===== src/jpeg_dq_pkg.sv =====
package jpeg_dq_pkg;

  localparam int word_w = 64;
  localparam int qt_w = 16;
  localparam int coef_w = 16;
  localparam int prod_w = 24;
  localparam int blk_size = 64;
  localparam int n_tables = 4;

  typedef logic [1:0] qt_id_t;
  typedef logic [5:0] idx_t;

  typedef enum logic [1:0] {
    st_idle,
    st_dqt_tabl,
    st_dqt_item,
    st_blk_coef
  } dq_state_t;

  // row-major position of every zigzag position in an 8x8 block
  localparam idx_t zigzag_to_natural [blk_size] = '{
    6'd0,  6'd1,  6'd8,  6'd16, 6'd9,  6'd2,  6'd3,  6'd10,
    6'd17, 6'd24, 6'd32, 6'd25, 6'd18, 6'd11, 6'd4,  6'd5,
    6'd12, 6'd19, 6'd26, 6'd33, 6'd40, 6'd48, 6'd41, 6'd34,
    6'd27, 6'd20, 6'd13, 6'd6,  6'd7,  6'd14, 6'd21, 6'd28,
    6'd35, 6'd42, 6'd49, 6'd56, 6'd57, 6'd50, 6'd43, 6'd36,
    6'd29, 6'd22, 6'd15, 6'd23, 6'd30, 6'd37, 6'd44, 6'd51,
    6'd58, 6'd59, 6'd52, 6'd45, 6'd38, 6'd31, 6'd39, 6'd46,
    6'd53, 6'd60, 6'd61, 6'd54, 6'd47, 6'd55, 6'd62, 6'd63
  };

endpackage

===== src/dqt_wr_if.sv =====
`timescale 1ns/10ps

interface dqt_wr_if
  import jpeg_dq_pkg::*;
();

  logic              wr_en;
  qt_id_t            tbl_id;
  // set for 16-bit entries
  logic              pre;
  // word number inside the table segment
  logic [3:0]        item;
  logic [word_w-1:0] word;

  modport ctrl (
    output wr_en,
    output tbl_id,
    output pre,
    output item,
    output word
  );

  modport store (
    input wr_en,
    input tbl_id,
    input pre,
    input item,
    input word
  );

endinterface


===== src/jpeg_qt_store.sv =====
`timescale 1ns/10ps

module jpeg_qt_store
  import jpeg_dq_pkg::*;
(
  input  logic            clk,
  dqt_wr_if.store         wr,
  input  qt_id_t          i_rd_tbl,
  input  idx_t            i_rd_addr,
  output logic [qt_w-1:0] o_rd_data
);

  logic [qt_w-1:0] tables [n_tables][blk_size];

  // a word carries eight byte entries or four half-word entries, msb first
  always_ff @(posedge clk) begin
    if (wr.wr_en) begin
      if (!wr.pre) begin
        for (int j = 0; j < 8; j++) begin
          tables[wr.tbl_id][{wr.item[2:0], 3'(j)}] <=
            {8'b0, wr.word[word_w-1-8*j -: 8]};
        end
      end else begin
        for (int j = 0; j < 4; j++) begin
          tables[wr.tbl_id][{wr.item, 2'(j)}] <=
            wr.word[word_w-1-16*j -: 16];
        end
      end
    end
  end

  // entries stay in zigzag order, as they arrive in the segment
  assign o_rd_data = tables[i_rd_tbl][i_rd_addr];

endmodule


===== src/flat_wrapper.sv =====
// flat-port wrapper written by rule: the top's interface ports become plain ports
module jpeg_qt_store_flat import jpeg_dq_pkg::*;
  (clk, i_rd_tbl, i_rd_addr, o_rd_data, wr_wr_en, wr_tbl_id, wr_pre, wr_item, wr_word);
  dqt_wr_if wr_i ();
  input  logic clk;
  input  qt_id_t i_rd_tbl;
  input  idx_t i_rd_addr;
  output logic [qt_w-1:0] o_rd_data;
  input wire logic [$bits(wr_i.wr_en)-1:0] wr_wr_en;
  input wire logic [$bits(wr_i.tbl_id)-1:0] wr_tbl_id;
  input wire logic [$bits(wr_i.pre)-1:0] wr_pre;
  input wire logic [$bits(wr_i.item)-1:0] wr_item;
  input wire logic [$bits(wr_i.word)-1:0] wr_word;
  assign wr_i.wr_en = wr_wr_en;
  assign wr_i.tbl_id = wr_tbl_id;
  assign wr_i.pre = wr_pre;
  assign wr_i.item = wr_item;
  assign wr_i.word = wr_word;
  jpeg_qt_store u_core (.clk(clk), .wr(wr_i), .i_rd_tbl(i_rd_tbl), .i_rd_addr(i_rd_addr), .o_rd_data(o_rd_data));
endmodule

===== config.mk =====
export PLATFORM = sky130hd
export DESIGN_NAME = jpeg_qt_store_flat
export DESIGN_NICKNAME = d
export VERILOG_FILES = /design/src/jpeg_dq_pkg.sv /design/src/dqt_wr_if.sv /design/src/jpeg_qt_store.sv /design/src/flat_wrapper.sv
export SDC_FILE = /design/constraint.sdc
export NUM_CORES = 2
export LEC_CHECK = 0
export BUFFER_PORTS_ARGS = -buffer_cell sky130_fd_sc_hd__buf_2
export CORE_MARGIN = 2
export CORE_UTILIZATION = 35
export CTS_BUF_LIST = sky130_fd_sc_hd__clkbuf_8
export DETAILED_ROUTE_END_ITERATION = 8
export PLACE_DENSITY = 0.59
export SETUP_SLACK_MARGIN = 0.2
export SLEW_MARGIN = 20
export SYNTH_ARGS = -nofsm -noshare
export SYNTH_HDL_FRONTEND = slang
export SYNTH_SLANG_ARGS = --single-unit

===== constraint.sdc =====
create_clock -name clk -period 6.2 [get_ports clk]
set_input_delay 0.62 -clock clk [delete_from_list [all_inputs] [get_ports clk]]
set_output_delay 0.62 -clock clk [all_outputs]
set_load 0.1 [all_outputs]

==> flow_summary.yaml <==
status:
  outcome: "finished clean"
finish:
  areaGrowthSynthToFinish_pct: 12.6
  reg_top3: "u_core.tables (4096)"
  largest_register_ffs: 4096
  utilization_pct: 39.5
  seq_area_um2: 123000
  layout_common_cells: "4,096 x edfxtp_1, 758 x mux4_2, 656 x clkbuf_8"
  drive_gt1_share_pct: 22.4
  regMostFlops: "u_core.tables"
  num-fill-cells: 43200
  nets: 9635
  final_cell_count_no_fill: 16500
  multi_input_area_um2: 42200
  fin_area_um2: 190000
  final_common_cell: "edfxtp_1"
route:
  wirelength_um: 559000
  drt_iter0_drc: 15700
  first_pass_iters: 8
  routed.top_layer: "met5"
  drtAntennaViolNets: 0
  wl_met3_um: 66400
  drc: 0
  met2WireLength_um: 264000
  vias_per_cell: 5.96
  drt-wirelength-per-cell_um: 33.8
  routedLengthMet1_um: 200000
  vias: 98500
sta:
  post-route-min-period_ns: 5.73
  worstMarginPinSlew_ns: 1.19
  finalHoldViolCount: 0
  tns_ns: 0
  slew_headroom_pct: 20.9
  fin_crit_sh_pct: 92.4
  layout_setup_ws_ns: 0.471
  holdWs_ns: 0.107
  rsz0062_at_grt: "false"
  maxSlewViolCount: 0
  fmax_mhz: 175
  finalSetupViolCount: 0
placement:
  place_area_um2: 179000
  portBuffers: 96
  dp.cells: 15300
  place_congestion: 0.837
  dp_slack_ns: 0.366
  dpl.hpwl_um: 317000
clock_network:
  cts.clk_slew.worst_paths_ns: 0.06
  cts_tree: "done"
  numCtsBuffers: 650
  clockRootBuffer: "clkbuf_8"
  htreeDepth: 6
  clock_sinks: 4096
  clockBufferDepth: 4
  cts_resized: 0
  postCtsSetupRepairBufs: 0
floorplanning:
  dieArea_um2: 489000
  coreArea_um2: 482000
  rows: 255
  fp.dieH_um: 699
  initial_core_util_pct: 35.1
  dieWidth_um: 699
  io_pins: 97
grt:
  grt_usage_pct: 22.1
  grt_max_degree: 130
  grt_pass1_wl_um: 764000
  grt_pass1_vias: 97900
  grt_antenna_before_repair: 99
  grt_overflow_total: 0
logic_synthesis:
  synth_cells: 9107
  async_reset_ff_share_pct: 0
  syn_area_um2: 169000
  yosysUniqueCellTypes: 76
  synth_ff_type: "edfxtp_1"
  syn_nets: 9188
  ys_seq_area_share_pct: 72.8
  yosys_warnings: 0
  avgSynthCellArea_um2: 18.6
  synth-seq-cells: 4096
  synth_edf_count: 4096
worst_setup_path:
  critPathMaxStageDelay_ns: 0.70
  crit_chain: "buf_12, buf_12, buf_12, mux4_2, mux2i_1, mux2i_1, a32o_1, nand2_1, or4_1, a211oi_2, buf_4, buf_12"
  critical_path_class: "input pin to output port"
  cpMostUsedCell: "buf_12"
  cpMaxStageDelayCell: "a211oi_2"
  crit_buf_inv: 5
  cp_max_fo: 75
  cp.required_ns: 5.58
  worstSetupStartpointType: "input pin"
  end_kind: "output port"
  critPathArrivalTime_ns: 5.11
  crit_family: "buffers and inverters"
pwr:
  ir_worst_vdd_mv: 0.269
  power_density_nw_per_um2: 292
  power.leakage_nw: 58.3
  finalPower_mw: 55.5
job:
  maxCapViolCount: 0
hold_path:
  hp-class: "input pin to register"
[metal layers]
| layer | up-vias | global-route usage, % |
|---|---|---|
| met2 | 6763 | 35.4 |
| met4 | 22 | 10.9 |
| met3 | 1191 | 5.48 |
| met1 | 51700 | 28.1 |
| li1 | 38900 | - |
| met5 | - | 0 |
[worst paths after layout]
path         from                              end  cells after the start
max   i_rd_tbl[0]                    o_rd_data[13]                     12
min   wr_word[13]  u_core.tables[2][141]$_DFFE_PP_                      2
[cell type report]
class | count | share of cell area (%)
Antenna cell | 90 | 0.118
Clock buffer | 655 | 4.74
Clock inverter | 467 | 1.23
Inverter | 6 | 0.0184
Multi-Input combinational cell | 4244 | 22.2
Sequential cell | 4096 | 64.6
Tap cell | 6425 | 4.22
Timing Repair Buffer | 556 | 2.84
[cell usage after synthesis, types with 15 or more instances]
master     count  area (um2)
edfxtp_1    4096      123000
mux4_2       758       17100
mux2i_1      626        6270
and3_1       523        3270
clkbuf_1     453        1700
nor2_1       373        1400
nand2_1      356        1340
o22ai_1      339        2120
o221ai_1     203        1780
a21oi_1      193         966
a221o_1      160        1600
nor3_1       114         571
o21ai_0      107         536
buf_2         87         435
buf_6         72         811
and2_1        59         369
a21o_1        55         413
buf_1         50         188
a22oi_1       49         368
mux4_1        44        1160
buf_12        36         721
mux2_2        33         372
buf_4         32         240
a2111oi_0     24         210
buf_8         22         330
a31oi_1       17         106
o211ai_1      17         128
a22o_1        16         140
nor4_1        16         100
nand4_1       15        93.8
[logic make-up after synthesis]
| group | count (synthesis) | synth area share [%] |
|---|---|---|
| buffers and inverters | 767 | 2.68 |
| DFF | 4096 | 72.8 |
| muxes | 1465 | 14.7 |
| AOI/OAI and AO/OA | 1253 | 5.31 |
| and+or+nand+nor | 1526 | 4.51 |
[where the power goes]
part / internal, mW / total [mW] / switching [mW]
clock: 10.1 / 20.9 / 10.8
combinational: 1.13 / 3.91 / 2.77
sequential: 30.6 / 30.7 / 0.0639
[timing repair]
action,4_1_cts,5_1_grt
endpoints found under the hold margin,80,0
hold buffers,6,0
endpoints found under the setup margin,0,0
Power figures use the tool's default switching activity.
