**config.mk**
```make
export PLATFORM = sky130hd
export DESIGN_NAME = jpeg_dequant
export DESIGN_NICKNAME = d
export VERILOG_FILES = /design/src/jpeg_dq_pkg.sv /design/src/jpeg_dequant.sv
export SDC_FILE = /design/constraint.sdc
export NUM_CORES = 2
export LEC_CHECK = 0
export BUFFER_PORTS_ARGS = -buffer_cell sky130_fd_sc_hd__buf_2
export CELL_PAD_IN_SITES_DETAIL_PLACEMENT = 0
export CELL_PAD_IN_SITES_GLOBAL_PLACEMENT = 1
export CORE_AREA = 4 4 520 522
export CTS_CLUSTER_DIAMETER = 100
export DETAILED_ROUTE_END_ITERATION = 8
export DIE_AREA = 0 0 524 526
export PLACE_DENSITY = 0.48
export SYNTH_ARGS = -nofsm -noshare
export SYNTH_HDL_FRONTEND = slang
export SYNTH_SLANG_ARGS = --single-unit
```
**constraint.sdc**
```tcl
create_clock -name clk -period 19.78 [get_ports clk]
set_clock_uncertainty 0.05 [all_clocks]
set_input_delay 4.945 -clock clk [delete_from_list [all_inputs] [get_ports clk]]
set_output_delay 4.945 -clock clk [all_outputs]
set_load 0.1 [all_outputs]
```
**src/jpeg_dq_pkg.sv**
```systemverilog
package jpeg_dq_pkg;

  localparam int word_w = 64;
  localparam int qt_w = 16;
  localparam int coef_w = 16;
  localparam int prod_w = 24;
  localparam int blk_size = 64;
  localparam int n_tables = 4;

  typedef logic [1:0] qt_id_t;
  typedef logic [5:0] idx_t;

  typedef enum logic [1:0] {
    st_idle,
    st_dqt_tabl,
    st_dqt_item,
    st_blk_coef
  } dq_state_t;

  // row-major position of every zigzag position in an 8x8 block
  localparam idx_t zigzag_to_natural [blk_size] = '{
    6'd0,  6'd1,  6'd8,  6'd16, 6'd9,  6'd2,  6'd3,  6'd10,
    6'd17, 6'd24, 6'd32, 6'd25, 6'd18, 6'd11, 6'd4,  6'd5,
    6'd12, 6'd19, 6'd26, 6'd33, 6'd40, 6'd48, 6'd41, 6'd34,
    6'd27, 6'd20, 6'd13, 6'd6,  6'd7,  6'd14, 6'd21, 6'd28,
    6'd35, 6'd42, 6'd49, 6'd56, 6'd57, 6'd50, 6'd43, 6'd36,
    6'd29, 6'd22, 6'd15, 6'd23, 6'd30, 6'd37, 6'd44, 6'd51,
    6'd58, 6'd59, 6'd52, 6'd45, 6'd38, 6'd31, 6'd39, 6'd46,
    6'd53, 6'd60, 6'd61, 6'd54, 6'd47, 6'd55, 6'd62, 6'd63
  };

endpackage
```
**src/jpeg_dequant.sv**
```systemverilog
`timescale 1ns/10ps

module jpeg_dequant
  import jpeg_dq_pkg::*;
(
  input  logic                     clk,
  input  logic                     rst,
  input  logic                     i_clear,
  input  logic                     i_coef_en,
  input  idx_t                     i_coef_idx,
  input  logic signed [coef_w-1:0] i_coef,
  input  logic        [qt_w-1:0]   i_qt,
  output idx_t                     o_qt_addr,
  input  idx_t                     i_rd_addr,
  output logic signed [prod_w-1:0] o_rd_data
);

  logic signed [qt_w+coef_w-1:0] prod_full;
  logic signed [prod_w-1:0]      prod_q;
  idx_t                          addr_q;
  logic                          wr_q;
  logic signed [prod_w-1:0]      res_buf [blk_size];

  // the table is indexed by zigzag position, like the coefficients
  assign o_qt_addr = i_coef_idx;

  assign prod_full = $signed(i_qt) * i_coef;

  always_ff @(posedge clk) begin
    if (rst) begin
      wr_q <= 1'b0;
    end else begin
      wr_q <= i_coef_en;
    end
  end

  // only the low bits of the product are kept
  always_ff @(posedge clk) begin
    if (i_coef_en) begin
      prod_q <= prod_full[prod_w-1:0];
      addr_q <= zigzag_to_natural[i_coef_idx];
    end
  end

  always_ff @(posedge clk) begin
    if (rst || i_clear) begin
      for (int i = 0; i < blk_size; i++) begin
        res_buf[i] <= '0;
      end
    end else if (wr_q) begin
      res_buf[addr_q] <= prod_q;
    end
  end

  always_ff @(posedge clk) begin
    o_rd_data <= res_buf[i_rd_addr];
  end

endmodule

```
==> flow_metrics.py <==
metrics = {
    "placement": {
        "place_congestion": 0.761,
        "place_ws_ps": 8770,
        "port_buffers": 77,
        "placed_cells": 8538,
        "dp_hpwl_um": 151000,
    },
    "routing": {
        "dr.pass1.iters": 7,
        "antenna_left": 0,
        "wl_um": 244000,
        "drtIter0Drc": 3649,
        "viasPerCell": 4.72,
        "drcViolationCount": 0,
        "wl_per_cell_um": 27.5,
        "vias": 41865,
    },
    "logic_synthesis": {
        "syn_nets": 5560,
        "synth-edff-count": 1566,
        "seq_area_frac_synth_pct": 59.8,
        "synth_warnings": 0,
        "yosys_most_used_dff": "edfxtp_1",
        "synth.distinct_cells": 54,
        "synthArstFlopShare_pct": 0,
        "synth_area_mm2": 0.0794,
        "ys_ff_latch": 1591,
        "syn_inst": 5239,
        "avgSynthCellArea_um2": 15.2,
    },
    "setup_path": {
        "crit_path_top_delay_cell": "buf_2",
        "path_buf_inv": 2,
        "max_stage_delay_ps": 520,
        "worstSetupStartpointType": "input port",
        "critical_path_class": "input port to primary output",
        "critPathTopFamily": "buffers and inverters",
        "cp-end-kind": "primary output",
        "cp_max_fo": 31,
        "crit_top_cell": "buf_2",
        "crit_arrival_ps": 5880,
        "worstPathRequired_ps": 14790,
        "cp_cell_sequence": "buf_2 -> buf_2",
    },
    "die": {
        "rows": 189,
        "initial_core_util_pct": 30.0,
        "fp.dieH_um": 526,
        "dieArea_mm2": 0.276,
        "die_x_um": 524,
        "core_area_mm2": 0.265,
        "ios": 78,
    },
    "clock_network": {
        "htree_levels": 4,
        "cts_hold_buf": 0,
        "clock_path_buffers": 3,
        "cts_buffers": 181,
        "clk_latency_ps": 820,
        "cts_num_sinks": 1591,
        "cts_setup_buffers": 0,
        "clk_pin_slew_ps": 60,
        "ctsRootBufferMaster": "clkbuf_16",
        "cts_resized": 0,
        "cts_tree": "built",
    },
    "power": {
        "p_leak_uw": 0.0341,
        "power.switching_uw": 3410,
        "peakVddDrop_mv": 0.137,
        "swShare_pct": 33.5,
        "p_per_area_mw_per_mm2": 114,
        "seq_power_share_pct": 39.3,
        "p_clk_share_pct": 31.2,
        "internal_power_uw": 6760,
        "p_total_uw": 10200,
        "pwr-share-comb_pct": 29.5,
    },
    "worst_hold_path": {
        "hold_path.class": "flip-flop to flip-flop",
    },
    "sta": {
        "setup_slack_ps": 8900,
        "finalHoldViolCount": 0,
        "fmax_ghz": 0.0919,
        "worstMarginPinSlew_ps": 1070,
        "slew_headroom_pct": 28.9,
        "fin_crit_sh_pct": 55.0,
        "min_period_ps": 10880,
        "rsz0062_at_grt": "no",
        "setup-tns-final_ps": 0,
        "final_max_slew_viol_count": 0,
        "setup_viol": 0,
    },
    "global_routing": {
        "grt_antenna_before_repair": 39,
        "grt_pass1_vias": 44271,
        "grt_pass1_wl_um": 349000,
        "grt.overflow.total": 0,
        "track_usage_pct": 17.7,
        "grt_max_degree": 95,
    },
    "final_layout": {
        "final_common_cell": "and2_1",
        "layout-drive-gt1-share_pct": 20.0,
        "final_cell_count_no_fill": 8876,
        "areaGrowthSynthToFinish_pct": 12.6,
        "final_cell_mix": "1646 x and2_1, 1566 x edfxtp_1, 506 x mux4_2",
        "fin_nets": 5509,
        "fill_cells": 25416,
    },
    "job": {
        "drv_cap": 0,
    },
    "status": {
        "status": "finished, final reports clean",
    },
}
-- power groups by stage --
stage / registers, µW / clock network [µW] / logic, µW
5_1_grt: 4010 / 3410 / 3370
3_5_place_dp: 4070 / 0 / 3070
6_report: 4000 / 3170 / 3010
2_1_floorplan: 4100 / 0 / 1960
4_1_cts: 4000 / 3260 / 3080
3_3_place_gp: 4070 / 0 / 3080
-- worst paths after layout --
check,from,to,slack (ps),cells past startpoint
setup / recovery,i_coef_idx[3],o_qt_addr[3],8900,2
hold reg to reg,prod_q[13],res_buf[25][13],800,1
setup reg to reg,addr_q[5],res_buf[62][6],16540,4
hold / removal,prod_q[13],res_buf[25][13],800,1
-- cells in the mapped netlist, drive strengths merged (2+ instances only) --
master / instances / share of area (%)
nand2b: 5 / 0.039
ha: 86 / 1.4
o21ai: 85 / 0.54
mux4: 506 / 14
or4: 2 / 0.019
nand2: 138 / 0.65
inv: 250 / 1.2
o311ai: 3 / 0.033
nor2: 96 / 0.45
a21o: 7 / 0.066
o22ai: 4 / 0.032
mux2i: 3 / 0.038
a21boi: 3 / 0.028
xor2: 7 / 0.077
nor3: 8 / 0.050
a2111oi: 2 / 0.022
nand4: 2 / 0.016
a21oi: 25 / 0.16
or2: 3 / 0.024
o21a: 5 / 0.047
a211o: 2 / 0.022
fa: 187 / 4.7
or3: 5 / 0.039
a31oi: 4 / 0.032
and3: 2 / 0.016
nor2b: 6 / 0.047
clkbuf: 386 / 1.8
edfxtp: 1566 / 59
mux2: 2 / 0.028
xnor2: 34 / 0.37
buf: 102 / 0.63
nand3: 9 / 0.057
o21bai: 4 / 0.038
and2: 1646 / 13
dfxtp: 25 / 0.63
nand3b: 4 / 0.038
-- logic make-up (layout without fill, tap and decap cells) --
group           count (synthesis)  after routing  share of synthesized area, %
xor+xnor                       41             41                         0.452
mux                           511            511                          14.4
simple gates                 1930           1930                          14.5
compound gates                154            154                          1.12
buf+inv                       739            832                          3.65
fa+ha+maj                     273            273                          6.07
flops                        1591           1591                          59.8
other cells                     0             11                             0
-- state kept, by name, summed over array words and instances, names as in the netlist --
register and cells:
wr_q 1, addr_q 6, res_buf 1536, o_rd_data 24, prod_q 24
-- cell type report --
class / count / area [µm²] / area share (%)
flip-flops and latches: 1591 / 47500 / 53.1
multi-input cells: 2909 / 29300 / 32.7
clock buffers: 251 / 5000 / 5.59
well taps: 3533 / 4420 / 4.94
repair buffers: 254 / 1770 / 1.98
inverters: 251 / 942 / 1.05
clock inverters: 76 / 480 / 0.537
diodes: 11 / 27.5 / 0.0308
-- per-stage QoR --
stage	instance area [µm²]	hold slack, ps	utilization [%]
2_1_floorplan	79400	717	-
5_1_grt	89400	834	33.7
4_1_cts	89400	831	33.7
3_3_place_gp	83900	828	31.7
6_report	89400	800	33.7
3_5_place_dp	83900	827	31.7
-- layer usage --
| metal | share of wire (%) | GRT usage, % | vias up |
|---|---|---|---|
| li1 | - | - | 18581 |
| met1 | 46 | 25.8 | 22178 |
| met2 | 48 | 28.3 | 877 |
| met3 | 4.4 | 2.35 | 227 |
| met4 | 1.6 | 3.41 | 2 |
| met5 | 0.0053 | 0 | - |
(Power assumes the default switching activity.)
