`src/jpeg_dq_pkg.sv`:
```
package jpeg_dq_pkg;

  localparam int word_w = 64;
  localparam int qt_w = 16;
  localparam int coef_w = 16;
  localparam int prod_w = 24;
  localparam int blk_size = 64;
  localparam int n_tables = 4;

  typedef logic [1:0] qt_id_t;
  typedef logic [5:0] idx_t;

  typedef enum logic [1:0] {
    st_idle,
    st_dqt_tabl,
    st_dqt_item,
    st_blk_coef
  } dq_state_t;

  // row-major position of every zigzag position in an 8x8 block
  localparam idx_t zigzag_to_natural [blk_size] = '{
    6'd0,  6'd1,  6'd8,  6'd16, 6'd9,  6'd2,  6'd3,  6'd10,
    6'd17, 6'd24, 6'd32, 6'd25, 6'd18, 6'd11, 6'd4,  6'd5,
    6'd12, 6'd19, 6'd26, 6'd33, 6'd40, 6'd48, 6'd41, 6'd34,
    6'd27, 6'd20, 6'd13, 6'd6,  6'd7,  6'd14, 6'd21, 6'd28,
    6'd35, 6'd42, 6'd49, 6'd56, 6'd57, 6'd50, 6'd43, 6'd36,
    6'd29, 6'd22, 6'd15, 6'd23, 6'd30, 6'd37, 6'd44, 6'd51,
    6'd58, 6'd59, 6'd52, 6'd45, 6'd38, 6'd31, 6'd39, 6'd46,
    6'd53, 6'd60, 6'd61, 6'd54, 6'd47, 6'd55, 6'd62, 6'd63
  };

endpackage
```
`src/jpeg_dq_counter.sv`:
```
`timescale 1ns/10ps

module jpeg_dq_counter
  import jpeg_dq_pkg::*;
(
  input  logic clk,
  input  logic rst,
  input  logic i_clear,
  input  logic i_inc,
  input  idx_t i_limit,
  output idx_t o_count,
  output logic o_last
);

  idx_t count;

  assign o_count = count;
  assign o_last  = i_inc && (count == i_limit);

  // wraps back to zero on the final step so the next run starts clean
  always_ff @(posedge clk) begin
    if (rst) begin
      count <= '0;
    end else if (i_clear) begin
      count <= '0;
    end else if (i_inc) begin
      if (o_last) begin
        count <= '0;
      end else begin
        count <= count + 6'd1;
      end
    end
  end

endmodule

```
`config.mk`:
```
export PLATFORM = sky130hd
export DESIGN_NAME = jpeg_dq_counter
export DESIGN_NICKNAME = d
export VERILOG_FILES = /design/src/jpeg_dq_pkg.sv /design/src/jpeg_dq_counter.sv
export SDC_FILE = /design/constraint.sdc
export NUM_CORES = 1
export LEC_CHECK = 0
export BUFFER_PORTS_ARGS = -buffer_cell sky130_fd_sc_hd__buf_4
export CORE_AREA = 5 5 42 44
export CTS_BUF_LIST = sky130_fd_sc_hd__clkbuf_4 sky130_fd_sc_hd__clkbuf_8
export DETAILED_ROUTE_END_ITERATION = 8
export DIE_AREA = 0 0 47 49
export PLACE_DENSITY = 0.5
export SLEW_MARGIN = 5
export SYNTH_ARGS = -nofsm -noshare
export SYNTH_HDL_FRONTEND = slang
export SYNTH_SLANG_ARGS = --single-unit
```
`constraint.sdc`:
```
create_clock -name clk -period 3.3 [get_ports clk]
set_input_delay 0.33 -clock clk [delete_from_list [all_inputs] [get_ports clk]]
set_output_delay 0.33 -clock clk [all_outputs]
set_load 0.01 [all_outputs]
```
==> out/metrics.csv, run 1 <==
stage,metric,value,unit
routing,wl_per_cell,12.0,um
sta,holdWs,0.337,ns
clock_network,tritoncts,yes,
synth,synthFlopType,dfxtp_1,
synth,yosysSeqAreaShare,34.8,%
synth,syn_inst,38,
clock_network,root_buffer,clkbuf_4,
synth,yosysTopAreaCellShare,34.8,%
setup_path,start_kind,register,
sta,relSlewSlack,82.4,%
place,dp.cells,69,
global_route,grt_usage,8.76,%
pwr,clockPowerShare,41.6,%
routing,wl,866,um
floorplan,start_util,24.6,%
synth,ys_async_sr_fraction,0,%
cells_and_area,fin_util,35.9,%
global_route,grt_pass1_wl,1400,um
setup_path,worst_ep_required_time,2.97,ns
cells_and_area,areaGrowthSynthToFinish,45.7,%
place,dp_hpwl,702,um
clock_network,cts_resized,0,
cells_and_area,nFillCells,161,
synth,syn_area,345,sq um
run_status,status,finished clean,
synth,synth_edf_count,0,
synth,synth-seq-cells,6,
place,post-place-ws,1.74,ns
sta,final_hold_viol_count,0,
synth,yosys.area.top_type,dfxtp_1,
setup_path,path_class,register to primary output,
global_route,antenna_found_initial,0,
flow_run,maxCapViolations,0,
clock_network,cts_setup_buffers,0,
setup_path,critPathArrivalTime,1.44,ns
pwr,p_leak,0.202,nW
cells_and_area,drive_gt1_share,39.3,%
floorplan,core-area,0.00140,sq mm
routing,routed_via_density,4.65,
synth,synth_area_leaders,"dfxtp_1 35%, xnor2_1 15%, xor2_1 10%",
synth,yosys_warnings,0,
sta,grt_setup_unrepaired,false,
sta,min_period,1.77,ns
routing,ant_nets,0,
sta,setup_viol,0,
global_route,grt_pass1_vias,335,
routing,drt-pass1-iter-count,4,
routing,vias,335,
place,globalplace.congestion,0.784,
sta,worstMarginPinSlew,0.263,ns
pwr,swShare,23.5,%
pwr,internal_power,127,uW
floorplan,dieHeight,49,um
floorplan,die_area,0.00230,sq mm
routing,drtIter0Drc,9,
cells_and_area,antennaDiodeCount,0,
sta,setup_ws,1.53,ns
clock_network,htreeDepth,1,
clock_network,cts_hold_buf,0,
clock_network,cts_buffer_depth,2,
cells_and_area,stdcell_count,72,
sta,fmax,564,MHz
global_route,grt-ovfl-total,0,
synth,synth_area_per_cell,9.09,sq um
cells_and_area,layout.nets,69,
synth,yosysUniqueCellTypes,17,
pwr,power,166,uW
synth,synth_nets,49,
cells_and_area,finish.instance_area,503,sq um
place,dpl_cell_area,480,sq um
pwr,p_per_area,330,mW/mm^2
sta,post-route-period-util,53.7,%
sta,slew_viol_final,0,
place,portBuffers,16,
pwr,netSwitchingPower,39.1,uW
synth,ys_top_cells_by_count,"6 x dfxtp_1, 6 x xnor2_1, 5 x nor3_1, 4 x xor2_1",
setup_path,worstSetupEndpointType,primary output,
hold_path,min_path_type,primary input to register,
floorplan,rows,14,
setup_path,cp_max_fo,6,
sta,timing.clock.skew,0.00953,ns
clock_network,clock-sinks,6,
routing,drc,0,
cells_and_area,largest_register_ffs,6,
clock_network,cts_buffers,3,
pwr,pwr-share-seq,45.1,%
pwr,combPwrFrac,13.3,%
clock_network,clk_latency,0.25,ns
global_route,grt_max_degree,9,
floorplan,io_pins,17,
clock_network,path_clk_slew,0.04,ns
floorplan,die_w,47,um
sta,fin_setup_tns,0,ns
pwr,ir_drop,121,uV
## kinds of logic after synthesis
family                     synth area share, %
and+or+nand+nor                           27.5
xor gates and xnor gates                  25.4
DFF                                       34.8
AOI/OAI and AO/OA                         6.16
buffers and inverters                     2.53
adders and majority gates                 3.62
## final timing paths
check / depth (start not counted) / startpoint / endpoint / slack, ns
max: 4 / o_count[1] / o_last / 1.53
min reg2reg: 2 / o_count[1] / o_count[1] / 0.57
min: 2 / i_inc / o_count[0] / 0.34
max reg2reg: 4 / o_count[1] / o_count[1] / 2.02
## per-layer routing
layer / part of all wire (%) / up-vias / GRT usage, %
li1: - / 174 / -
met1: 45 / 144 / 11.3
met5: 0 / - / 0
met4: 1.0 / 0 / 5.53
met3: 8.9 / 2 / 4.06
met2: 45 / 15 / 11.3
## area by class of cell
type | count | area [sq um] | area share [%]
Tap cell | 16 | 20.0 | 3.98
Inverter | 1 | 3.75 | 0.746
Multi-Input combinational cell | 30 | 216 | 43.0
Timing Repair Buffer | 16 | 120 | 23.9
Clock buffer | 3 | 22.5 | 4.48
Sequential cell | 6 | 120 | 23.9
## power by group through the flow
stage	Combinational (mW)	Sequential, mW	Clock, mW
after floorplan	0.0103	0.0764	0
after CTS	0.0224	0.0750	0.0726
after global placement	0.0220	0.0762	0
after global routing	0.0240	0.0750	0.0756
after detailed placement	0.0224	0.0764	0
final	0.0221	0.0750	0.0691
## cells in the final DEF, fill, tap and decap left out
cell,netlist,routed
ha_1,1,1
xnor2_1,6,6
inv_1,1,1
dfxtp_1,6,6
nor2_1,2,2
nor3_1,5,5
buf_4,0,16
xor2_1,4,4
o32ai_1,1,1
nand2_1,2,2
nor3_4,1,1
nand3_1,2,2
o21ai_0,1,1
clkbuf_4,0,3
or2_2,1,1
nand4_1,2,2
nand3_2,1,1
a211oi_1,1,1
## worst max-delay path, cell delays in order, from the launching register on
cell     delay, ns
dfxtp_1       0.43
xnor2_1       0.16
nand3_2       0.13
nor3_4        0.30
buf_4         0.18
Power figures use the tool's default switching activity.
==> run 2: changes to the inputs <==
- clock period: 3.3 -> 1.74 ns (I/O delays scaled with it)
==> run 2 against run 1 <==
Against the previous run:
- total power increased by 90%
- setup slack worse by 1.4 ns
- sequential power is 89% higher
- sequential share of layout area down 0.58 points
- first-iteration DRC count fell by 33%
- via count grew 2.7%
- global-route usage increased by 0.36 points
- register-to-register slack got worse by 1.6 ns
- hold slack got worse by 0.17 ns
- cell area rose by 2.5%
- critical path depth is the same
==> out/metrics.csv, run 2 (synthesized netlist as in run 1, its figures left out) <==
stage,metric,value,unit,change
place,portBuffers,16,,unchanged
pwr,internal_power,242,uW,+90%
sta,relSlewSlack,82.5,%,+0.10 points
routing,drtIter0Drc,6,,-3
routing,wl,850,um,-1.8%
setup_path,worst_ep_required_time,1.57,ns,-1.40 ns
pwr,ir_drop,324,uV,+170%
setup_path,slowest_stage,dfxtp_1,,
clock_network,cts_buffers,3,,unchanged
setup_path,start_kind,register,,
routing,vias,344,,+2.7%
sta,worstMarginPinSlew,0.262,ns,-0.00155 ns
setup_path,path_cells,"xnor2_1, nand3_2, nor3_4, buf_4",,
floorplan,start_util,24.6,%,unchanged
cells_and_area,stdcell_count,73,,+1.4%
pwr,power,315,uW,+90%
place,dp_hpwl,649,um,-7.5%
cells_and_area,antennaDiodeCount,0,,unchanged
global_route,grt_max_degree,9,,unchanged
global_route,grt_pass1_vias,332,,-0.90%
floorplan,rows,14,,unchanged
routing,wl_per_cell,11.6,um,-3.2%
routing,drt-pass1-iter-count,4,,unchanged
routing,routed_via_density,4.71,,+1.3%
pwr,combPwrFrac,13.6,%,+0.3 points
global_route,antenna_found_initial,0,,unchanged
cells_and_area,layout.nets,70,,+1.4%
pwr,netSwitchingPower,73.9,uW,+89%
sta,final_hold_viol_count,0,,unchanged
hold_path,min_path_type,primary input to register,,
place,globalplace.congestion,0.727,,-7.3%
flow_run,maxCapViolations,0,,unchanged
clock_network,htreeDepth,1,,unchanged
floorplan,io_pins,17,,unchanged
setup_path,critPathArrivalTime,1.43,ns,about the same
pwr,clockPowerShare,41.4,%,-0.2 points
cells_and_area,drive_gt1_share,42.1,%,+2.8 points
clock_network,path_clk_slew,0.05,ns,about the same
cells_and_area,final_cell_mix,"17 x buf_4, 6 x xnor2_1, 6 x dfxtp_1",,
global_route,grt-ovfl-total,0,,unchanged
clock_network,tritoncts,yes,,
sta,grt_setup_unrepaired,false,,
floorplan,die_area,0.00230,sq mm,unchanged
global_route,grt_pass1_wl,1420,um,+1.5%
floorplan,core-area,0.00140,sq mm,unchanged
cells_and_area,largest_register_ffs,6,,unchanged
cells_and_area,areaGrowthSynthToFinish,49.3,%,
clock_network,clock-sinks,6,,unchanged
routing,drc,0,,unchanged
setup_path,path_class,register to primary output,,
place,dp.cells,69,,unchanged
sta,timing.clock.skew,0.0113,ns,+0.00177 ns
pwr,pwr-share-seq,45.0,%,about the same
sta,min_period,1.60,ns,
sta,setup_viol,0,,unchanged
pwr,p_per_area,612,mW/mm^2,+85%
clock_network,clk_latency,0.25,ns,about the same
sta,holdWs,0.166,ns,-0.171 ns
clock_network,cts_buffer_depth,2,,unchanged
routing,ant_nets,0,,unchanged
sta,post-route-period-util,92.2,%,
cells_and_area,layout.cells.most_common,buf_4,,
pwr,p_leak,0.209,nW,+3.2%
floorplan,dieHeight,49,um,unchanged
clock_network,root_buffer,clkbuf_4,,
global_route,grt_usage,9.12,%,+0.36 points
sta,slew_viol_final,0,,unchanged
sta,fin_setup_tns,0,ns,unchanged
setup_path,cp_max_fo,6,,unchanged
setup_path,cp_slowest_stage_delay,0.42,ns,about the same
setup_path,worstSetupEndpointType,primary output,,
sta,fmax,623,MHz,
floorplan,die_w,47,um,unchanged
pwr,swShare,23.4,%,-0.071 points
run_status,status,finished clean,,
## run 2: worst max-delay path: cells and delay by family, from the launching register on
kind | cells | cell delay, ns
simple gates | 2 | 0.43
flops | 1 | 0.42
buf+inv | 1 | 0.18
xor+xnor | 1 | 0.16
## run 2: metrics by stage
stage	worst slack, ns	instance area (sq um)	util, %
after detailed placement	0.372	480	34.3
after global routing	0.0367	515	36.8
after floorplan	0.484	345	-
after CTS	0.0917	503	35.9
final	0.135	515	36.8
after global placement	0.353	480	34.3
## run 2: final cells by class
| class | count | area [sq um] |
|---|---|---|
| timing repair buffer | 17 | 128 |
| inverter | 1 | 3.75 |
| sequential | 6 | 120 |
| tap | 16 | 20.0 |
| clock buffer | 3 | 22.5 |
| multi-input combinational | 30 | 221 |
| fill | 158 | 886 |
## run 2: power groups by stage
stage,clock [mW],sequential (mW),combinational [mW]
4_1_cts,0.134,0.142,0.0423
5_1_grt,0.148,0.142,0.0470
3_5_place_dp,0,0.145,0.0420
3_3_place_gp,0,0.145,0.0423
2_1_floorplan,0,0.145,0.0196
6_report,0.130,0.142,0.0429
## run 2: per-layer routing
layer	track usage, %	vias up	share of wire, %
met1	10.9	157	44
li1	-	171	-
met5	0	-	0
met2	11.3	12	45
met3	4.43	4	7.2
met4	8.29	0	3.8
## run 2: worst paths after layout
path / endpoint / slack (ns) / cells after the start / start
worst max register to register: o_count[1] / 0.41 / 5 / o_count[3]
worst min register to register: o_count[1] / 0.54 / 2 / o_count[1]
worst max-delay path: o_last / 0.14 / 4 / o_count[3]
worst min-delay path: o_count[0] / 0.17 / 2 / i_inc
## run 2: timing repair
action	in CTS	in global routing
setup buffers	0	1
endpoints found under the setup margin	0	1
resized for setup	0	1
hold buffers	0	0
