**config.mk**
```make
export PLATFORM = sky130hd
export DESIGN_NAME = jpeg_dq_ctrl_flat
export DESIGN_NICKNAME = d
export VERILOG_FILES = /design/src/jpeg_dq_pkg.sv /design/src/dqt_wr_if.sv /design/src/jpeg_dq_ctrl.sv /design/src/flat_wrapper.sv
export SDC_FILE = /design/constraint.sdc
export NUM_CORES = 1
export LEC_CHECK = 0
export ABC_AREA = 0
export BUFFER_PORTS_ARGS = -buffer_cell sky130_fd_sc_hd__buf_2
export CORE_ASPECT_RATIO = 1.25
export CORE_MARGIN = 2
export CORE_UTILIZATION = 34
export DETAILED_ROUTE_END_ITERATION = 8
export PLACE_DENSITY = 0.86
export SYNTH_ARGS = -nofsm -noshare
export SYNTH_HDL_FRONTEND = slang
export SYNTH_SLANG_ARGS = --single-unit
```
**constraint.sdc**
```tcl
create_clock -name clk -period 2.6 [get_ports clk]
set_input_delay 0.65 -clock clk [delete_from_list [all_inputs] [get_ports clk]]
set_output_delay 0.65 -clock clk [all_outputs]
set_load 0.02 [all_outputs]
```
**src/jpeg_dq_pkg.sv**
```systemverilog
package jpeg_dq_pkg;

  localparam int word_w = 64;
  localparam int qt_w = 16;
  localparam int coef_w = 16;
  localparam int prod_w = 24;
  localparam int blk_size = 64;
  localparam int n_tables = 4;

  typedef logic [1:0] qt_id_t;
  typedef logic [5:0] idx_t;

  typedef enum logic [1:0] {
    st_idle,
    st_dqt_tabl,
    st_dqt_item,
    st_blk_coef
  } dq_state_t;

  // row-major position of every zigzag position in an 8x8 block
  localparam idx_t zigzag_to_natural [blk_size] = '{
    6'd0,  6'd1,  6'd8,  6'd16, 6'd9,  6'd2,  6'd3,  6'd10,
    6'd17, 6'd24, 6'd32, 6'd25, 6'd18, 6'd11, 6'd4,  6'd5,
    6'd12, 6'd19, 6'd26, 6'd33, 6'd40, 6'd48, 6'd41, 6'd34,
    6'd27, 6'd20, 6'd13, 6'd6,  6'd7,  6'd14, 6'd21, 6'd28,
    6'd35, 6'd42, 6'd49, 6'd56, 6'd57, 6'd50, 6'd43, 6'd36,
    6'd29, 6'd22, 6'd15, 6'd23, 6'd30, 6'd37, 6'd44, 6'd51,
    6'd58, 6'd59, 6'd52, 6'd45, 6'd38, 6'd31, 6'd39, 6'd46,
    6'd53, 6'd60, 6'd61, 6'd54, 6'd47, 6'd55, 6'd62, 6'd63
  };

endpackage
```
**src/dqt_wr_if.sv**
```systemverilog
`timescale 1ns/10ps

interface dqt_wr_if
  import jpeg_dq_pkg::*;
();

  logic              wr_en;
  qt_id_t            tbl_id;
  // set for 16-bit entries
  logic              pre;
  // word number inside the table segment
  logic [3:0]        item;
  logic [word_w-1:0] word;

  modport ctrl (
    output wr_en,
    output tbl_id,
    output pre,
    output item,
    output word
  );

  modport store (
    input wr_en,
    input tbl_id,
    input pre,
    input item,
    input word
  );

endinterface

```
**src/jpeg_dq_ctrl.sv**
```systemverilog
`timescale 1ns/10ps

module jpeg_dq_ctrl
  import jpeg_dq_pkg::*;
(
  input  logic              clk,
  input  logic              rst,
  input  logic              i_word_valid,
  input  logic [word_w-1:0] i_word,
  input  logic              i_dqt_start,
  input  logic              i_blk_start,
  input  qt_id_t            i_blk_qt,
  input  logic              i_coef_valid,
  input  logic              i_cnt_last,
  output logic              o_cnt_clear,
  output logic              o_cnt_inc,
  output idx_t              o_cnt_limit,
  output logic              o_busy,
  output logic              o_dqt_done,
  output logic              o_blk_done,
  dqt_wr_if.ctrl            wr,
  output logic              o_coef_en,
  output qt_id_t            o_qt_id
);

  dq_state_t  state;
  logic       pre;
  qt_id_t     tbl_id;
  qt_id_t     blk_qt;
  logic [3:0] item;
  logic       item_take;
  logic       blk_end;

  assign item_take = (state == st_dqt_item) && i_word_valid;
  assign o_coef_en = (state == st_blk_coef) && i_coef_valid;

  assign o_cnt_clear = (state == st_idle) && (i_dqt_start || i_blk_start);
  assign o_cnt_inc   = item_take || o_coef_en;
  assign o_cnt_limit = (state == st_blk_coef) ? idx_t'(blk_size - 1) :
                       (pre ? 6'd15 : 6'd7);

  // the busy window covers the last product still on its way to the buffer
  assign o_busy  = (state != st_idle) || blk_end;
  assign o_qt_id = blk_qt;

  assign wr.wr_en  = item_take;
  assign wr.tbl_id = tbl_id;
  assign wr.pre    = pre;
  assign wr.item   = item;
  assign wr.word   = i_word;

  always_ff @(posedge clk) begin
    if (rst) begin
      state  <= st_idle;
      pre    <= 1'b0;
      tbl_id <= '0;
      blk_qt <= '0;
      item   <= '0;
    end else begin
      case (state)
        st_idle: begin
          if (i_dqt_start) begin
            state <= st_dqt_tabl;
          end else if (i_blk_start) begin
            state  <= st_blk_coef;
            blk_qt <= i_blk_qt;
          end
        end
        st_dqt_tabl: begin
          // segment header holds precision in the top nibble, id below it
          if (i_word_valid) begin
            state  <= st_dqt_item;
            pre    <= |i_word[63:60];
            tbl_id <= i_word[57:56];
            item   <= '0;
          end
        end
        st_dqt_item: begin
          if (item_take) begin
            item <= item + 4'd1;
            if (i_cnt_last) state <= st_idle;
          end
        end
        st_blk_coef: begin
          if (o_coef_en && i_cnt_last) state <= st_idle;
        end
        default: state <= st_idle;
      endcase
    end
  end

  always_ff @(posedge clk) begin
    if (rst) begin
      o_dqt_done <= 1'b0;
      blk_end    <= 1'b0;
      o_blk_done <= 1'b0;
    end else begin
      o_dqt_done <= item_take && i_cnt_last;
      blk_end    <= o_coef_en && i_cnt_last;
      o_blk_done <= blk_end;
    end
  end

endmodule

```
**src/flat_wrapper.sv**
```systemverilog
// flat-port wrapper written by rule: the top's interface ports become plain ports
module jpeg_dq_ctrl_flat import jpeg_dq_pkg::*;
  (clk, rst, i_word_valid, i_word, i_dqt_start, i_blk_start, i_blk_qt, i_coef_valid, i_cnt_last, o_cnt_clear, o_cnt_inc, o_cnt_limit, o_busy, o_dqt_done, o_blk_done, o_coef_en, o_qt_id, wr_wr_en, wr_tbl_id, wr_pre, wr_item, wr_word);
  dqt_wr_if wr_i ();
  input  logic clk;
  input  logic rst;
  input  logic i_word_valid;
  input  logic [word_w-1:0] i_word;
  input  logic i_dqt_start;
  input  logic i_blk_start;
  input  qt_id_t i_blk_qt;
  input  logic i_coef_valid;
  input  logic i_cnt_last;
  output logic o_cnt_clear;
  output logic o_cnt_inc;
  output idx_t o_cnt_limit;
  output logic o_busy;
  output logic o_dqt_done;
  output logic o_blk_done;
  output logic o_coef_en;
  output qt_id_t o_qt_id;
  output wire logic [$bits(wr_i.wr_en)-1:0] wr_wr_en;
  output wire logic [$bits(wr_i.tbl_id)-1:0] wr_tbl_id;
  output wire logic [$bits(wr_i.pre)-1:0] wr_pre;
  output wire logic [$bits(wr_i.item)-1:0] wr_item;
  output wire logic [$bits(wr_i.word)-1:0] wr_word;
  assign wr_wr_en = wr_i.wr_en;
  assign wr_tbl_id = wr_i.tbl_id;
  assign wr_pre = wr_i.pre;
  assign wr_item = wr_i.item;
  assign wr_word = wr_i.word;
  jpeg_dq_ctrl u_core (.clk(clk), .rst(rst), .i_word_valid(i_word_valid), .i_word(i_word), .i_dqt_start(i_dqt_start), .i_blk_start(i_blk_start), .i_blk_qt(i_blk_qt), .i_coef_valid(i_coef_valid), .i_cnt_last(i_cnt_last), .o_cnt_clear(o_cnt_clear), .o_cnt_inc(o_cnt_inc), .o_cnt_limit(o_cnt_limit), .o_busy(o_busy), .o_dqt_done(o_dqt_done), .o_blk_done(o_blk_done), .wr(wr_i), .o_coef_en(o_coef_en), .o_qt_id(o_qt_id));
endmodule
```
==> impl_results.md, run 1 <==
- Crit start category: flip-flop
- First-pass GRT wire length: 3160 µm
- CTS tree: done
- Leakage power: 0.4985 nW
- DRT iter0 DRCs: 16
- Largest net degree at the start of global routing: 17
- Die Y: 70.77 µm
- Final Hold Vio Count: 0
- Cell Area, Synth: 0.001212 mm²
- Number of CTS-inserted buffers: 3
- Rows: 24
- CP Data Required Time: 1.95 ns
- CTS clk-pin slew, worst paths: 0.06 ns
- Die area: 0.004063 mm²
- Hold_buf cts: 0
- Sequential area share after synthesis: 23.12%
- CTS max path bufs: 2
- Post-CTS Setup Bufs: 0
- Peak VDD IR: 222.4 µV
- Main synth FF type: dfxtp_1
- Ant diodes: 0
- Final antenna-violating net count: 0
- Unrepaired setup endpoints after global routing: no
- P&R area growth vs syn: -20.02%
- Antenna violations before repair: 0
- Tcrit/Tclk final: 80.97%
- GPL Wtd Cong: 0.6910
- Worst EP arrival: 1.46 ns
- Ys async rst share: 0%
- Number of synthesized flops with an enable pin: 0
- Setup TNS Final: 0 ns
- Dpl ws: 0.5787 ns
- Number of max-cap violations: 0
- I/O pins: 159
- DRT Pass-1 Iters: 4
- Remaining global-route overflow: 0
- Share of layout cells above drive strength 1: 37.40%
- Final net count: 199
- Clk root buf: clkbuf_8
- Syn Area/Cell: 8.029 µm²
- Count of pins over their slew limit: 0
- Setup Skew: 0.001821 ns
- DR vias/cell: 4.716
- Worst-path maximum fanout: 16
- Worst min path class: reg -> reg
- Post-CTS Resized: 0
- Detailed-placement wirelength estimate: 1808 µm
- Yosys top cell area share: 42.72%
- Post-route minimum period: 2.105 ns
- Drt wl/cell: 13.99 µm
- Hold Slack: 0.4635 ns
- Outcome: complete, no violations
- Yosys top cell by area: buf_4
- PortBufs: 39
- Fmax: 475.0 MHz
- Mapped Cells: 151
- Starting density of the core: 35.11%
- DRC: 0
- Chip width: 57.41 µm
- CP Class: reg -> out
- Yosys warns: 0
- Total GRT Usage: 10.20%
- Core area: 0.003453 mm²
- # H-tree levels: 1
- Worst-Skew Late Latency: 0.24 ns
- Synth top area cells: buf_4 43%, dfxtp_1 23%, mux2i_1 4.1%
- Critical path endpoint category: primary output
- Routed via count: 764
- Worst Setup Slack, final: 0.4949 ns
- Final wirelength: 2266 µm
- Clock sink total: 14
- Setup violators final: 0
- Register bit total from synthesis: 14
- P per Cell Area: 583.8 mW/mm²
- Synth cell types: 33
- Number of global-route vias before repair: 612
cell type report:
cell class / count / area (µm²)
multi-input combinational: 61 / 377.9
fill: 359 / 2484
timing repair buffer: 40 / 202.7
clock buffer: 3 / 41.29
inverter: 5 / 18.77
tap: 39 / 48.80
sequential: 14 / 280.3
critical path, cell delays in order (launching register included):
cell and delay [ns]:
dfxtp_1 0.61, and2_1 0.27, nand2_1 0.11, nand2_1 0.07, buf_2 0.15
layout by cell type, fill, tap and decap left out, types with 2 or more instances in the layout:
cell and n:
inv_1 5, a21oi_1 5, o21ai_0 4, nand4b_1 2, dfxtp_1 14, nand3_1 3, conb_1 3, and2_1 2
a31oi_1 2, nor2b_1 2, clkbuf_8 3, nor2_1 9, buf_2 39, nor3b_1 2, nand2_1 7, mux2i_1 5
cell families after synthesis:
| logic type | after synthesis | synth area share (%) |
|---|---|---|
| buffers and inverters | 78 | 46.34 |
| and+or+nand+nor | 37 | 17.75 |
| AOI/OAI and AO/OA | 15 | 7.327 |
| DFF | 14 | 23.12 |
| muxes | 5 | 4.128 |
| adders and majority gates | 1 | 1.032 |
| other | 1 | 0.3093 |
sequential cells by signal (all words and copies together), names as in the netlist:
signal	flops
u_core.wr.pre	1
u_core.o_dqt_done	1
u_core.blk_end	1
u_core.o_qt_id	2
u_core.o_blk_done	1
u_core.state	2
u_core.wr.item	4
u_core.wr.tbl_id	2
final timing paths:
path                        start           endpoint  slack, ns  depth (start not counted)
setup reg to reg  u_core.state[1]  u_core.o_qt_id[0]       1.20                          4
hold / removal      u_core.wr.pre      u_core.wr.pre       0.46                          2
hold reg to reg     u_core.wr.pre      u_core.wr.pre       0.46                          2
setup / recovery  u_core.state[0]          o_cnt_inc       0.49                          4
routing by layer:
metal,part of all wire (%),GRT usage (%),vias to the layer above
met2,44,14.14,38
met1,36,11.42,332
li1,-,-,366
met5,0,0,-
met3,13,4.022,28
met4,7.5,10.08,0
stage by stage:
stage / total power, mW / util [%] / cells / instance area [µm²]
final: 0.5661 / 28.08 / 162 / 969.7
after global routing: 0.5962 / 28.08 / 162 / 969.7
after CTS: 0.5697 / 28.08 / 162 / 969.7
after detailed placement: 0.3927 / 26.88 / 159 / 928.4
after global placement: 0.3910 / 26.88 / 159 / 928.4
after floorplan: 0.4906 / - / 153 / 1220
report_power, final:
group / total, mW / leakage (nW) / switching [mW] / internal, mW
Combinational: 0.145 / 0.363 / 0.0897 / 0.0552
Clock: 0.179 / 0.0216 / 0.0763 / 0.102
Sequential: 0.243 / 0.114 / 0.0161 / 0.226
Total: 0.566 / 0.499 / 0.182 / 0.384
cells in the mapped netlist (2+ instances only):
library cell  count
a31oi_1           2
o21ai_0           4
and2_1            2
nor2b_1           2
buf_2             2
mux2i_1           5
nor2_1            9
dfxtp_1          14
buf_4            69
nand4b_1          2
nand3_1           3
nor3b_1           2
inv_1             5
a21oi_1           5
nand2_1           7
Power figures use the tool's default switching activity.
==> run 2, diff against run 1 <==
--- a/config.mk
+++ b/config.mk
@@ -9,9 +9,9 @@
 export BUFFER_PORTS_ARGS = -buffer_cell sky130_fd_sc_hd__buf_2
 export CORE_ASPECT_RATIO = 1.25
 export CORE_MARGIN = 2
-export CORE_UTILIZATION = 34
+export CORE_UTILIZATION = 29
 export DETAILED_ROUTE_END_ITERATION = 8
-export PLACE_DENSITY = 0.86
+export PLACE_DENSITY = 0.78
 export SYNTH_ARGS = -nofsm -noshare
 export SYNTH_HDL_FRONTEND = slang
 export SYNTH_SLANG_ARGS = --single-unit
==> constraint.sdc (replaced) <==
create_clock -name clk -period 1.93 [get_ports clk]
set_input_delay 0.4825 -clock clk [delete_from_list [all_inputs] [get_ports clk]]
set_output_delay 0.4825 -clock clk [all_outputs]
set_load 0.02 [all_outputs]
==> impl_results.md, run 2 (same netlist as run 1, synthesis figures left out) <==
- Outcome: complete, no violations
- Reg2Reg Setup Slack: 0.53 ns
- Rows: 26
- Post-route minimum period: 1.736 ns
- Number of CTS-inserted buffers: 3
- NetSw: 0.2603 mW
- Most frequent cells in the layout: 39 x buf_2, 14 x dfxtp_1, 9 x nor2_1
- First-pass GRT wire length: 3822 µm
- Clk root buf: clkbuf_8
- Die area: 0.004717 mm²
- Peak VDD IR: 283.8 µV
- P per Cell Area: 809.5 mW/mm²
- Hold_buf cts: 0
- I/O pins: 159
- Fmax: 576.0 MHz
- Count of pins over their slew limit: 0
- Cells on worst reg2reg path: 4
- Post-CTS Setup Bufs: 0
- Fillcell total: 454
- Worst path cell trace: and2_1 > or2_2 > buf_2
- DRT Pass-1 Iters: 4
- Pwr Total: 0.8254 mW
- Worst path slowest cell: dfxtp_1
- DRT iter0 DRCs: 12
- GPL Wtd Cong: 0.8093
- DRC: 0
- Tcrit/Tclk final: 89.95%
- CTS clk-pin slew, worst paths: 0.06 ns
- Largest net degree at the start of global routing: 15
- Setup TNS Final: 0 ns
- CP Data Required Time: 1.45 ns
- Chip width: 61.83 µm
- P&R area growth vs syn: -15.89%
- Clock sink total: 14
- Crit-path leading delay family: simple AND/OR/NAND/NOR gates
- CP Class: reg -> out
- Flop pwr share: 38.9%
- Starting density of the core: 29.82%
- Commonest non-fill, non-tap cell in the layout: buf_2
- Post-CTS Resized: 0
- # H-tree levels: 1
- Sw Share: 31.53%
- Setup violators final: 0
- Largest register FFs: 4
- Ant diodes: 0
- Hold Slack: 0.4597 ns
- Antenna violations before repair: 0
- DR vias/cell: 4.489
- Leakage power: 0.5156 nW
- Remaining global-route overflow: 0
- Total GRT Usage: 10.92%
- Stages on the worst setup path: 3
- Detailed-placement wirelength estimate: 1836 µm
- Clk pwr share: 35.5%
- Routed via count: 817
- Die Y: 76.29 µm
- Comb pwr share: 25.6%
- Final antenna-violating net count: 0
- Final wirelength: 2374 µm
- WP buf/inv: 1
- Share of layout cells above drive strength 1: 38.89%
- Worst EP arrival: 1.25 ns
- Number of max-cap violations: 0
- Setup Skew: 0.001730 ns
- Final net count: 201
- PortBufs: 39
- Worst-Skew Late Latency: 0.24 ns
- Unrepaired setup endpoints after global routing: no
- Largest Register: u_core.wr.item
- Core area: 0.004066 mm²
- Dpl ws: 0.3226 ns
- Number of global-route vias before repair: 840
- Worst Setup EP: o_cnt_limit[3]
- Drt wl/cell: 13.04 µm
- Biggest cell delay along the critical path: 0.37 ns
- Worst min path class: reg -> reg
- Worst R2R Start: u_core.state[0]
- Crit start category: flip-flop
- Worst-path maximum fanout: 8
- Critical path origin: u_core.state[0]
- Worst Setup Slack, final: 0.1939 ns
- Internal power: 0.5652 mW
- R2r endpoint: u_core.o_qt_id[1]
- CTS max path bufs: 2
- Critical path endpoint category: primary output
- CTS tree: done
- Final Hold Vio Count: 0
-- run 2: changes by cell type in the layout (fill, tap and decap cells not counted), sizes merged --
| cell | previous run | this run |
|---|---|---|
| buf | 40 | 42 |
| clkbuf | 3 | 4 |
-- run 2: worst min-delay path by stage --
| stage | from | slack, ns | depth (start not counted) | to |
|---|---|---|---|---|
| finish | u_core.blk_end | 0.46 | 1 | u_core.o_blk_done |
| global route | u_core.blk_end | 0.48 | 1 | u_core.o_blk_done |
| CTS | u_core.blk_end | 0.46 | 1 | u_core.o_blk_done |
| detailed placement | u_core.blk_end | 0.44 | 1 | u_core.o_blk_done |
| global placement | u_core.blk_end | 0.44 | 1 | u_core.o_blk_done |
| floorplan | u_core.blk_end | 0.43 | 1 | u_core.o_blk_done |
-- run 2: metrics by stage --
| step | utilization, % | cell area, µm² | cells |
|---|---|---|---|
| global route | 25.08 | 1020 | 182 |
| detailed placement | 23.72 | 964.7 | 178 |
| global placement | 23.72 | 964.7 | 178 |
| floorplan | - | 1220 | 153 |
| finish | 25.08 | 1020 | 182 |
| CTS | 25.08 | 1020 | 182 |
-- run 2: layer usage --
layer	wire (µm)	track usage [%]
met2	1087	15.16
met4	224	14.04
met1	805	10.18
met5	0	0
met3	257	4.244
-- run 2: power groups by stage --
| stage | clock network [mW] | logic [mW] | registers [mW] |
|---|---|---|---|
| 6_report | 0.293 | 0.211 | 0.321 |
| 5_1_grt | 0.320 | 0.233 | 0.323 |
| 4_1_cts | 0.307 | 0.215 | 0.321 |
| 3_5_place_dp | 0 | 0.214 | 0.327 |
| 3_3_place_gp | 0 | 0.211 | 0.326 |
| 2_1_floorplan | 0 | 0.326 | 0.335 |
-- run 2: final cells by class --
type,instances,area [µm²],share of cell area (%)
multi-input cells,61,377.9,37.06
flip-flops and latches,14,280.3,27.48
repair buffers,42,217.7,21.35
well taps,56,70.07,6.871
clock buffers,4,55.05,5.399
inverters,5,18.77,1.840
